===== config.mk =====
export PLATFORM = sky130hd
export DESIGN_NAME = outputPortAlloc
export DESIGN_NICKNAME = d
export VERILOG_FILES = /design/src/rtl/nocPkg.sv /design/src/rtl/grantIf.sv /design/src/rtl/outputPortAlloc.sv /design/src/rtl/flitCrossbar.sv /design/src/rtl/packetTimer.sv /design/src/rtl/switchArbiter.sv
export SDC_FILE = /design/constraint.sdc
export NUM_CORES = 1
export LEC_CHECK = 0
export BUFFER_PORTS_ARGS = -buffer_cell sky130_fd_sc_hd__buf_2
export CORE_MARGIN = 2
export CORE_UTILIZATION = 45
export DETAILED_ROUTE_END_ITERATION = 6
export PLACE_DENSITY_LB_ADDON = 0.25
export REMOVE_ABC_BUFFERS = 1
export SLEW_MARGIN = 20
export SYNTH_ARGS = -nofsm -noshare
export SYNTH_HDL_FRONTEND = slang
export SYNTH_SLANG_ARGS = --single-unit
export TNS_END_PERCENT = 10

===== constraint.sdc =====
create_clock -name clk -period 6.2 [get_ports clk]
set_input_delay 0 -clock clk [delete_from_list [all_inputs] [get_ports clk]]
set_output_delay 0 -clock clk [all_outputs]
set_load 0.05 [all_outputs]

===== src/rtl/nocPkg.sv =====
package nocPkg;

  localparam int NumPorts     = 5;  // router inputs.
  localparam int PayloadWidth = 16;
  localparam int LengthWidth  = 12; // length field and timer count.

  // head uses the same id value as the older router.
  typedef enum logic [1:0] {
    kindHead = 2'b01,
    kindBody = 2'b10,
    kindTail = 2'b11
  } flitKindT;

  // head payload holds the number of flits that follow it.
  typedef struct packed {
    flitKindT                kind;
    logic [PayloadWidth-1:0] payload;
  } flitT;

  // round-robin order follows these indices.
  typedef enum logic [2:0] {
    portLocal = 3'd0,
    portNorth = 3'd1,
    portEast  = 3'd2,
    portWest  = 3'd3,
    portSouth = 3'd4
  } portT;

  // one-hot, bit 0 is idle, bit i+1 is port i.
  typedef enum logic [5:0] {
    stIdle  = 6'b000001,
    stLocal = 6'b000010,
    stNorth = 6'b000100,
    stEast  = 6'b001000,
    stWest  = 6'b010000,
    stSouth = 6'b100000
  } arbStateT;

endpackage

===== src/rtl/grantIf.sv =====
`timescale 1ns/1ps

interface grantIf;
  import nocPkg::*;

  logic grantValid; // an input holds the output.
  portT grantPort;  // which input holds it.
  logic flitSent;   // input handshake closed.
  flitT sentFlit;   // flit just delivered.
  logic packetDone; // last flit of the packet delivered.

  modport arb (
    output grantValid,
    output grantPort,
    input  packetDone
  );

  modport xbar (
    input  grantValid,
    input  grantPort,
    output flitSent,
    output sentFlit
  );

  modport timer (
    input  flitSent,
    input  sentFlit,
    output packetDone
  );

endinterface


===== src/rtl/outputPortAlloc.sv =====
`timescale 1ns/1ps

module outputPortAlloc (
  input  logic                                 clk,
  input  logic                                 rst,
  input  nocPkg::flitT [nocPkg::NumPorts-1:0]  inFlit,
  input  logic [nocPkg::NumPorts-1:0]          inReq,
  output logic [nocPkg::NumPorts-1:0]          inAck,
  output nocPkg::flitT                         outFlit,
  output logic                                 outReq,
  input  logic                                 outAck
);
  import nocPkg::*;

  flitKindT [NumPorts-1:0] inKind;

  grantIf grantBus ();

  // arbiter only looks at the kind field.
  for (genvar i = 0; i < NumPorts; i++)
  begin : gKind
    assign inKind[i] = inFlit[i].kind;
  end

  switchArbiter arb0 (
    .clk    (clk),
    .rst    (rst),
    .inReq  (inReq),
    .inKind (inKind),
    .grant  (grantBus.arb)
  );

  packetTimer timer0 (
    .clk   (clk),
    .rst   (rst),
    .grant (grantBus.timer)
  );

  flitCrossbar xbar0 (
    .clk     (clk),
    .rst     (rst),
    .inFlit  (inFlit),
    .inReq   (inReq),
    .inAck   (inAck),
    .outFlit (outFlit),
    .outReq  (outReq),
    .outAck  (outAck),
    .grant   (grantBus.xbar)
  );

endmodule


===== src/rtl/flitCrossbar.sv =====
`timescale 1ns/1ps

module flitCrossbar (
  input  logic                                 clk,
  input  logic                                 rst,
  input  nocPkg::flitT [nocPkg::NumPorts-1:0]  inFlit,
  input  logic [nocPkg::NumPorts-1:0]          inReq,
  output logic [nocPkg::NumPorts-1:0]          inAck,
  output nocPkg::flitT                         outFlit,
  output logic                                 outReq,
  input  logic                                 outAck,
  grantIf.xbar                                 grant
);
  import nocPkg::*;

  typedef enum logic [1:0] {
    phIdle,
    phLaunch,
    phWaitAck,
    phClose
  } phaseT;

  phaseT phase;
  flitT  selFlit;
  logic  selReq;
  logic  capture;
  logic  closing;

  assign selFlit = inFlit[grant.grantPort];
  assign selReq  = inReq[grant.grantPort];

  // the cycle after a delivery is skipped so a finished grant is never reused.
  assign capture = (phase == phIdle) && grant.grantValid && selReq && !grant.flitSent;
  assign closing = (phase == phClose) && !selReq && !outAck;

  always_ff @(posedge clk)
  begin
    if (rst)
    begin
      phase          <= phIdle;
      outReq         <= 1'b0;
      inAck          <= '0;
      grant.flitSent <= 1'b0;
    end
    else
    begin
      grant.flitSent <= 1'b0;
      case (phase)
        phIdle:
          if (capture)
            phase <= phLaunch;
        phLaunch:
        begin
          outReq <= 1'b1; // flit already stable.
          phase  <= phWaitAck;
        end
        phWaitAck:
          if (outAck)
          begin
            outReq                <= 1'b0;
            inAck[grant.grantPort] <= 1'b1;
            phase                 <= phClose;
          end
        phClose:
          if (closing)
          begin
            inAck          <= '0;
            grant.flitSent <= 1'b1;
            phase          <= phIdle;
          end
        default:
          phase <= phIdle;
      endcase
    end
  end

  always_ff @(posedge clk)
  begin
    if (capture)
      outFlit <= selFlit;
    if (closing)
      grant.sentFlit <= outFlit; // reported with flitSent.
  end

  ackOneHot: assert property (@(posedge clk) disable iff (rst) $onehot0(inAck));

  ackGranted: assert property (@(posedge clk) disable iff (rst)
    |inAck |-> grant.grantValid && inAck[grant.grantPort]);

  reqHeld: assert property (@(posedge clk) disable iff (rst)
    outReq && !outAck |=> outReq);

endmodule


===== src/rtl/packetTimer.sv =====
`timescale 1ns/1ps

module packetTimer (
  input  logic   clk,
  input  logic   rst,
  grantIf.timer  grant
);
  import nocPkg::*;

  logic [LengthWidth-1:0] remaining;
  logic [LengthWidth-1:0] headLength;
  logic                   isHead;

  assign isHead     = grant.sentFlit.kind == kindHead;
  assign headLength = grant.sentFlit.payload[LengthWidth-1:0];

  always_ff @(posedge clk)
  begin
    if (rst)
      remaining <= '0;
    else if (grant.flitSent)
    begin
      if (isHead)
        remaining <= headLength; // flits still to come.
      else
        remaining <= remaining - 1'b1;
    end
  end

  // ends on an empty head or on the last counted flit.
  always_comb
  begin
    grant.packetDone = 1'b0;
    if (grant.flitSent)
    begin
      if (isHead)
        grant.packetDone = headLength == '0;
      else
        grant.packetDone = remaining == LengthWidth'(1);
    end
  end

  // no new head before the current packet has ended.
  noInterleave: assert property (@(posedge clk) disable iff (rst)
    grant.flitSent && isHead |-> remaining == '0);

endmodule


===== src/rtl/switchArbiter.sv =====
`timescale 1ns/1ps

module switchArbiter (
  input  logic                                     clk,
  input  logic                                     rst,
  input  logic [nocPkg::NumPorts-1:0]              inReq,
  input  nocPkg::flitKindT [nocPkg::NumPorts-1:0]  inKind,
  grantIf.arb                                      grant
);
  import nocPkg::*;

  arbStateT            state;
  arbStateT            nextState;
  portT                heldPort;
  logic [NumPorts-1:0] headReq;
  int unsigned         lastIdx;

  // first head request after the last served port, wrapping around.
  function automatic arbStateT pickNext(input logic [NumPorts-1:0] cand,
                                        input int unsigned last);
    arbStateT    pick;
    logic        found;
    int unsigned idx;
    pick  = stIdle;
    found = 1'b0;
    for (int unsigned off = 1; off <= NumPorts; off++)
    begin
      idx = (last + off) % NumPorts;
      if (!found && cand[idx])
      begin
        pick  = arbStateT'(6'b000010 << idx);
        found = 1'b1;
      end
    end
    return pick;
  endfunction

  // only a head may open a packet.
  for (genvar i = 0; i < NumPorts; i++)
  begin : gHeadReq
    assign headReq[i] = inReq[i] && (inKind[i] == kindHead);
  end

  always_comb
  begin
    case (state)
      stNorth: heldPort = portNorth;
      stEast:  heldPort = portEast;
      stWest:  heldPort = portWest;
      stSouth: heldPort = portSouth;
      default: heldPort = portLocal;
    endcase
  end

  // from idle the search begins at local.
  assign lastIdx = (state == stIdle) ? NumPorts - 1 : heldPort;

  always_comb
  begin
    nextState = state;
    case (state)
      stIdle:
        nextState = pickNext(headReq, lastIdx);
      stLocal, stNorth, stEast, stWest, stSouth:
        if (grant.packetDone)
          nextState = pickNext(headReq, lastIdx); // served port goes last.
      default:
        nextState = stIdle;
    endcase
  end

  always_ff @(posedge clk)
  begin
    if (rst)
      state <= stIdle;
    else
      state <= nextState;
  end

  assign grant.grantValid = state inside {stLocal, stNorth, stEast, stWest, stSouth};
  assign grant.grantPort  = heldPort;

  // a grant lasts until the timer ends the packet.
  holdGrant: assert property (@(posedge clk) disable iff (rst)
    grant.grantValid && !grant.packetDone |=> $stable(state));

endmodule


Yosys cells after proc, flatten, opt, wreduce, memory -nomap -nowiden
Cells that the tools add are included.
{ "totals": {"in_bits": 98, "wordCells": 156, "output_inout_bits": 24, "register_bits": 59} }
{ "op_classes": {"order_cmp": 7, "n_div": 5, "n_bitwise": 2, "shift": 5, "mux": 61, "add_sub_neg": 6, "n_reduce_logical": 40, "n_eq_ne": 20} }
{ "op_table": {"columns": ["operator", "count"], "rows": [
  ["< comparator 32 x 4 -> 1 bit, second input constant", 5],
  ["modulo 32 x 3 -> 32 bit, second input constant", 5],
  ["<< shifter 2 x 32 -> 6 bit, first input constant", 5],
  ["adder 32 x 2 -> 32 bit, second input constant", 2],
  ["adder 32 x 3 -> 32 bit, second input constant", 2],
  ["2-to-1 mux 6 bit", 10],
  ["binary-select mux 18 bit (select 3 bit)", 1],
  ["adder 32 x 1 -> 32 bit, second input constant", 1],
  ["2-to-1 mux 1 bit", 30],
  ["logical AND 1 bit", 19],
  ["binary-select mux 1 bit (select 3 bit)", 6],
  ["2-to-1 mux 18 bit", 1],
  ["equality test 2 x 1 -> 1 bit, second input constant", 7],
  ["equality test 12 x 1 -> 1 bit, second input constant", 1],
  ["logical NOT 12 bit", 1],
  ["2-to-1 mux 12 bit", 1],
  ["one-hot mux 3 bit (4 select lines)", 1],
  ["one-hot mux 6 bit (2 select lines)", 1],
  ["subtractor 12 x 1 -> 12 bit, second input constant", 1],
  ["logical NOT 1 bit", 11],
  ["2-to-1 mux 5 bit", 2],
  ["one-hot mux 5 bit (2 select lines)", 1],
  ["one-hot mux 2 bit (4 select lines)", 1],
  ["equality test 6 x 1 -> 1 bit, second input constant", 1],
  ["23 further kinds", 30]
]} }

Longest topological paths before layout
{ "logic_depth": {"word_depth": 30, "depth_mapped": 25, "mapped_depth_nobuf": 22} }

By module
From an unflattened synthesis, not the netlist that was laid out.
{ "unflattened": {"hier_cells": 668, "hier_area_um2": 5729.2} }
{ "by_module_without_submodules": {"columns": ["mod", "area_each_um2", "cells_each", "seq_area_each_um2", "instances"], "rows": [
  ["switchArbiter", 2625.0, 368, 120.1, 1],
  ["flitCrossbar", 2290.9, 191, 1261.2, 1],
  ["packetTimer", 813.3, 109, 240.2, 1]
]} }

Least setup slack after synthesis
No wires, ideal clock.
{ "synth_path": {"path_kind": "reg-to-reg", "from": "register arb0.state[0]", "to": "register arb0.state[4]", "setup_ns": 0.074, "t_arrival_ns": 5.714, "n_path_buf": 5, "synth_period_minus_slack_ns": 5.788, "required_ns": 6.126, "stages_incl_launch_ff": 22, "path_slack_ns": 0.412, "cell_sequence": "dfxtp_1 buf_2 nor4_2 nand2_1 clkbuf_1 clkbuf_1 clkbuf_1 ha_1 clkbuf_1 inv_1 nor4_2 nor2_1 ha_1 nand2b_1 or3_1 a2111oi_1 nor3_4 mux2i_1 o211ai_2 o311ai_2 o41a_1 o211ai_2"} }
{ "synth_between": {"elab_chain_cells": 30, "elab_cells_between_ends": 81, "classes_between": "add/sub (5); div (5); eq/ne (7); shift (5); mux (42); reduce/logical (17)"} }
{ "synth_lines": {"columns": ["item", "line_no", "rtl"], "rows": [
  ["start, declared", "switchArbiter.sv:12", "arbStateT state;"],
  ["start signal, assigned", "switchArbiter.sv:75", "state <= stIdle;"],
  ["start signal, assigned", "switchArbiter.sv:77", "state <= nextState;"],
  ["equality test 6 bit (tied with other cells)", "switchArbiter.sv:46, switchArbiter.sv:61", null],
  ["one-hot mux 3 bit (4 select lines)", "switchArbiter.sv:46", "case (state)"],
  ["2-to-1 mux 3 bit", "switchArbiter.sv:56", "assign lastIdx = (state == stIdle) ? NumPorts - 1 : heldPort;"],
  ["adder 32 x 1 -> 32 bit", "switchArbiter.sv:28", "idx = (last + off) % NumPorts;"],
  ["modulo 32 x 3 -> 32 bit", "switchArbiter.sv:28", null],
  ["binary-select mux 1 bit (select 3 bit)", "switchArbiter.sv:29", "if (!found && cand[idx])"],
  ["2-to-1 mux 1 bit (not written as such)", "switchArbiter.sv:29", null],
  ["2-to-1 mux 1 bit", "switchArbiter.sv:29", null],
  ["(+14 left out)", null, null],
  ["2-to-1 mux 1 bit", "switchArbiter.sv:29", null],
  ["2-to-1 mux 1 bit", "switchArbiter.sv:65", "if (grant.packetDone)"],
  ["2-to-1 mux 1 bit", "switchArbiter.sv:61", "case (state)"],
  ["logical NOT 1 bit", "switchArbiter.sv:29", null],
  ["logical AND 1 bit", "switchArbiter.sv:29", null],
  ["2-to-1 mux 6 bit", "switchArbiter.sv:29", null],
  ["2-to-1 mux 6 bit", "switchArbiter.sv:65", null],
  ["one-hot mux 6 bit (2 select lines)", "switchArbiter.sv:61", null]
]} }
Parallel ways exist; a longest one is shown, timed or not. The select of a mux whose other input is x is not followed.
A chain may end at the register's enable or synchronous reset.

Final worst setup path
{ "layout_path": {"from": "register arb0.state[4]", "to": "register arb0.state[3]"} }
The elaborated chain is that of the path after synthesis.

==> impl_metrics.json <==
{
  "regArea_mm2": 0.00150,
  "final_hold_viol_count": 0,
  "n_fill_cell": 1035,
  "antenna_found_initial": 0,
  "post-route-min-period_ns": 5.59,
  "layout_worst_path_cycle_share": 0.901,
  "cts_setup_buffers": 0,
  "setup_viol": 0,
  "power_density_mw_per_mm2": 506,
  "dp_hpwl_mm": 12.8,
  "cp-endpoint": "arb0.state[3]",
  "ant_nets": 0,
  "first_global_vias": 5383,
  "drv_cap": 0,
  "die_area_mm2": 0.0129,
  "die_h_um": 113,
  "p_total_mw": 3.30,
  "ys_seq_elements": 59,
  "multi_input_area_mm2": 0.00362,
  "synth_area_mm2": 0.00539,
  "startpoint": "arb0.state[4]",
  "r2r-start": "arb0.state[4]",
  "grt_overflow": 0,
  "clkSlewWorstSetupHoldPaths_ns": 0.05,
  "routed_wl_mm": 17.2,
  "async_flop_share": 0,
  "syn2layout_area_growth_pct": 21.2,
  "yosysSeqAreaShare": 0.279,
  "combPwrFrac": 0.696,
  "finalSetupTns_ns": 0,
  "drc": 0,
  "vias": 5749,
  "synthFlopType": "edfxtp_1",
  "clk-insertion-delay-late_ns": 0.32,
  "p_int_mw": 1.63,
  "finClkSkew_ns": 0.00693,
  "routedWlPerCell_um": 19.1,
  "timing.hold.ws_ns": 0.0144,
  "grt_pass1_wl_mm": 27.0,
  "syn_inst": 631,
  "cts_root_buf": "clkbuf_16",
  "final_common_cell": "buf_2",
  "worstPathArrival_ns": 5.84,
  "p_sw_frac": 0.507,
  "cts_htree_levels": 3,
  "grt_max_degree": 31,
  "pre_cts_ws_ns": 0.757,
  "rsz0062_at_grt": "false",
  "avgSynthCellArea_um2": 8.54,
  "hp-class": "primary input to flip-flop",
  "drt_iter0_drc": 696,
  "pwr-share-clk": 0.150,
  "p_seq_frac": 0.154,
  "clk_path_buf_depth": 2,
  "track_usage": 0.262,
  "detail_route.vias_per_cell": 6.39,
  "clock.fmax_mhz": 179,
  "p_switching_mw": 1.67,
  "leakage_nw": 2.69,
  "final_util": 0.565,
  "cp-start-kind": "flip-flop",
  "diodes": 0,
  "end_kind": "flip-flop",
  "die_w_um": 113,
  "status": "completed",
  "drive_gt1_frac": 0.246,
  "crit_type": "flip-flop to flip-flop",
  "place_congestion": 1.01,
  "ios": 122,
  "ir_drop_uv": 338,
  "synth_edf_count": 32,
  "cts-resized-gates": 0,
  "fin_ws_ns": 0.613,
  "final_cell_mix": "buf_2 (121), nand2_1 (53), nor2_1 (51), o21ai_0 (50), ha_1 (36)",
  "nNetsFinal": 887,
  "rrSetupSlack_ns": 0.61,
  "cts_tree": "built",
  "tightestPinTransition_ns": 0.812,
  "drt_pass1_iterations": 7,
  "cp_data_required_time_ns": 6.45,
  "slew_viol_final": 0,
  "cts_buffers": 9,
  "io_buffers": 121,
  "slew_headroom": 0.458,
  "std_cell_rows": 39,
  "reg2reg_depth": 23,
  "initial_core_util": 0.466,
  "r2r_end": "arb0.state[3]",
  "cts_sinks": 59,
  "cts_hold_buffers": 8,
  "coreArea_mm2": 0.0116,
  "synth_cell_types": 87,
  "worst-path-max-fanout": 13,
  "yosys_warnings": 0
}
==> state kept, by name, indices dropped and copies added, names as in the netlist <==
signal,cells
xbar0.outFlit,18
xbar0.grant.sentFlit,14
timer0.remaining,12
arb0.state,6
xbar0.inAck,5
xbar0.phase,2
xbar0.grant.flitSent,1
xbar0.outReq,1
==> critical path, cell delays in order, from the launching register on <==
cell and delay, ns:
dfxtp_1 0.63, xor2_1 0.24, nand3_1 0.11, buf_4 0.19, inv_1 0.25, ha_1 0.36
inv_1 0.15, nand3_1 0.19, nand2_1 0.15, ha_1 0.26, or2_2 0.32, a211o_1 0.30
o211ai_1 0.19, inv_1 0.16, ha_1 0.27, inv_1 0.09, nor2_1 0.04, o221a_2 0.29
mux2i_1 0.28, nand2b_1 0.09, a2bb2oi_1 0.21, o2111ai_1 0.29, nor3_1 0.27, a2bb2oi_1 0.18
==> per-layer routing <==
| layer | GRT usage | vias to the layer above | routed length, um |
|---|---|---|---|
| met5 | 0 | - | 0 |
| met4 | 0.0837 | 0 | 433 |
| met3 | 0.0441 | 44 | 1240 |
| met2 | 0.439 | 280 | 8140 |
| met1 | 0.347 | 2756 | 7360 |
| li1 | - | 2669 | - |
==> synthesized netlist by cell type (all sizes together) (8+ instances only) <==
master  count  area share
o22ai       9       0.010
or3         8      0.0093
a21oi      34       0.032
inv        32       0.022
o21ai      53       0.050
ha         36       0.084
a22oi       8       0.011
or2         8      0.0093
dfxtp      27        0.10
edfxtp     32        0.18
buf        12       0.015
nor4        8       0.014
a222oi     19       0.035
nor3       23       0.026
mux2i      30       0.056
clkbuf     23       0.016
nor2       52       0.038
a31oi      10       0.014
a211oi     11       0.015
nand2b      9       0.010
nor2b      10       0.012
nand3      13       0.012
nand2      53       0.037
o211ai      8       0.013
==> power groups by stage <==
stage / Combinational (mW) / Sequential (mW) / Clock, mW
after floorplan: 1.61 / 0.550 / 0
after global placement: 2.19 / 0.512 / 0
after detailed placement: 2.22 / 0.516 / 0
after CTS: 2.24 / 0.509 / 0.504
after global routing: 2.49 / 0.516 / 0.520
final: 2.30 / 0.510 / 0.496
==> cell families (layout without fill, tap and decap cells) <==
group           count (synthesis)  count (layout)  share of synthesized area
simple gates                  216             216                      0.212
compound gates                208             208                      0.279
buf+inv                        67             193                     0.0534
flops                          59              59                      0.279
fa+ha+maj                      37              37                     0.0873
mux                            35              35                     0.0724
xor+xnor                        9               9                     0.0174
==> metrics by stage <==
| stage | area, um^2 | instances |
|---|---|---|
| after floorplan | 5220 | 596 |
| after global placement | 6140 | 876 |
| after detailed placement | 6140 | 876 |
| after CTS | 6530 | 900 |
| after global routing | 6530 | 900 |
| final | 6530 | 900 |
==> cell type report <==
class                   count  area share
multi-input cells         505       0.554
flip-flops and latches     59       0.230
repair buffers            145       0.123
clock buffers              13      0.0448
well taps                 143      0.0274
inverters                  32      0.0184
clock inverters             3     0.00249
==> worst min-delay path by stage <==
| stage | from | end | slack, ns | cells after the start |
|---|---|---|---|---|
| 2_1_floorplan | rst | xbar0.grant.flitSent | 0.07 | 1 |
| 3_3_place_gp | inFlit[49] | xbar0.outFlit[13] | 0.31 | 3 |
| 3_5_place_dp | inFlit[49] | xbar0.outFlit[13] | 0.32 | 3 |
| 4_1_cts | inFlit[74] | xbar0.outFlit[2] | 0.0001 | 3 |
| 5_1_grt | inFlit[52] | xbar0.outFlit[16] | 0.02 | 3 |
| 6_report | inFlit[83] | xbar0.outFlit[11] | 0.01 | 3 |
(Power assumes the default switching activity.)
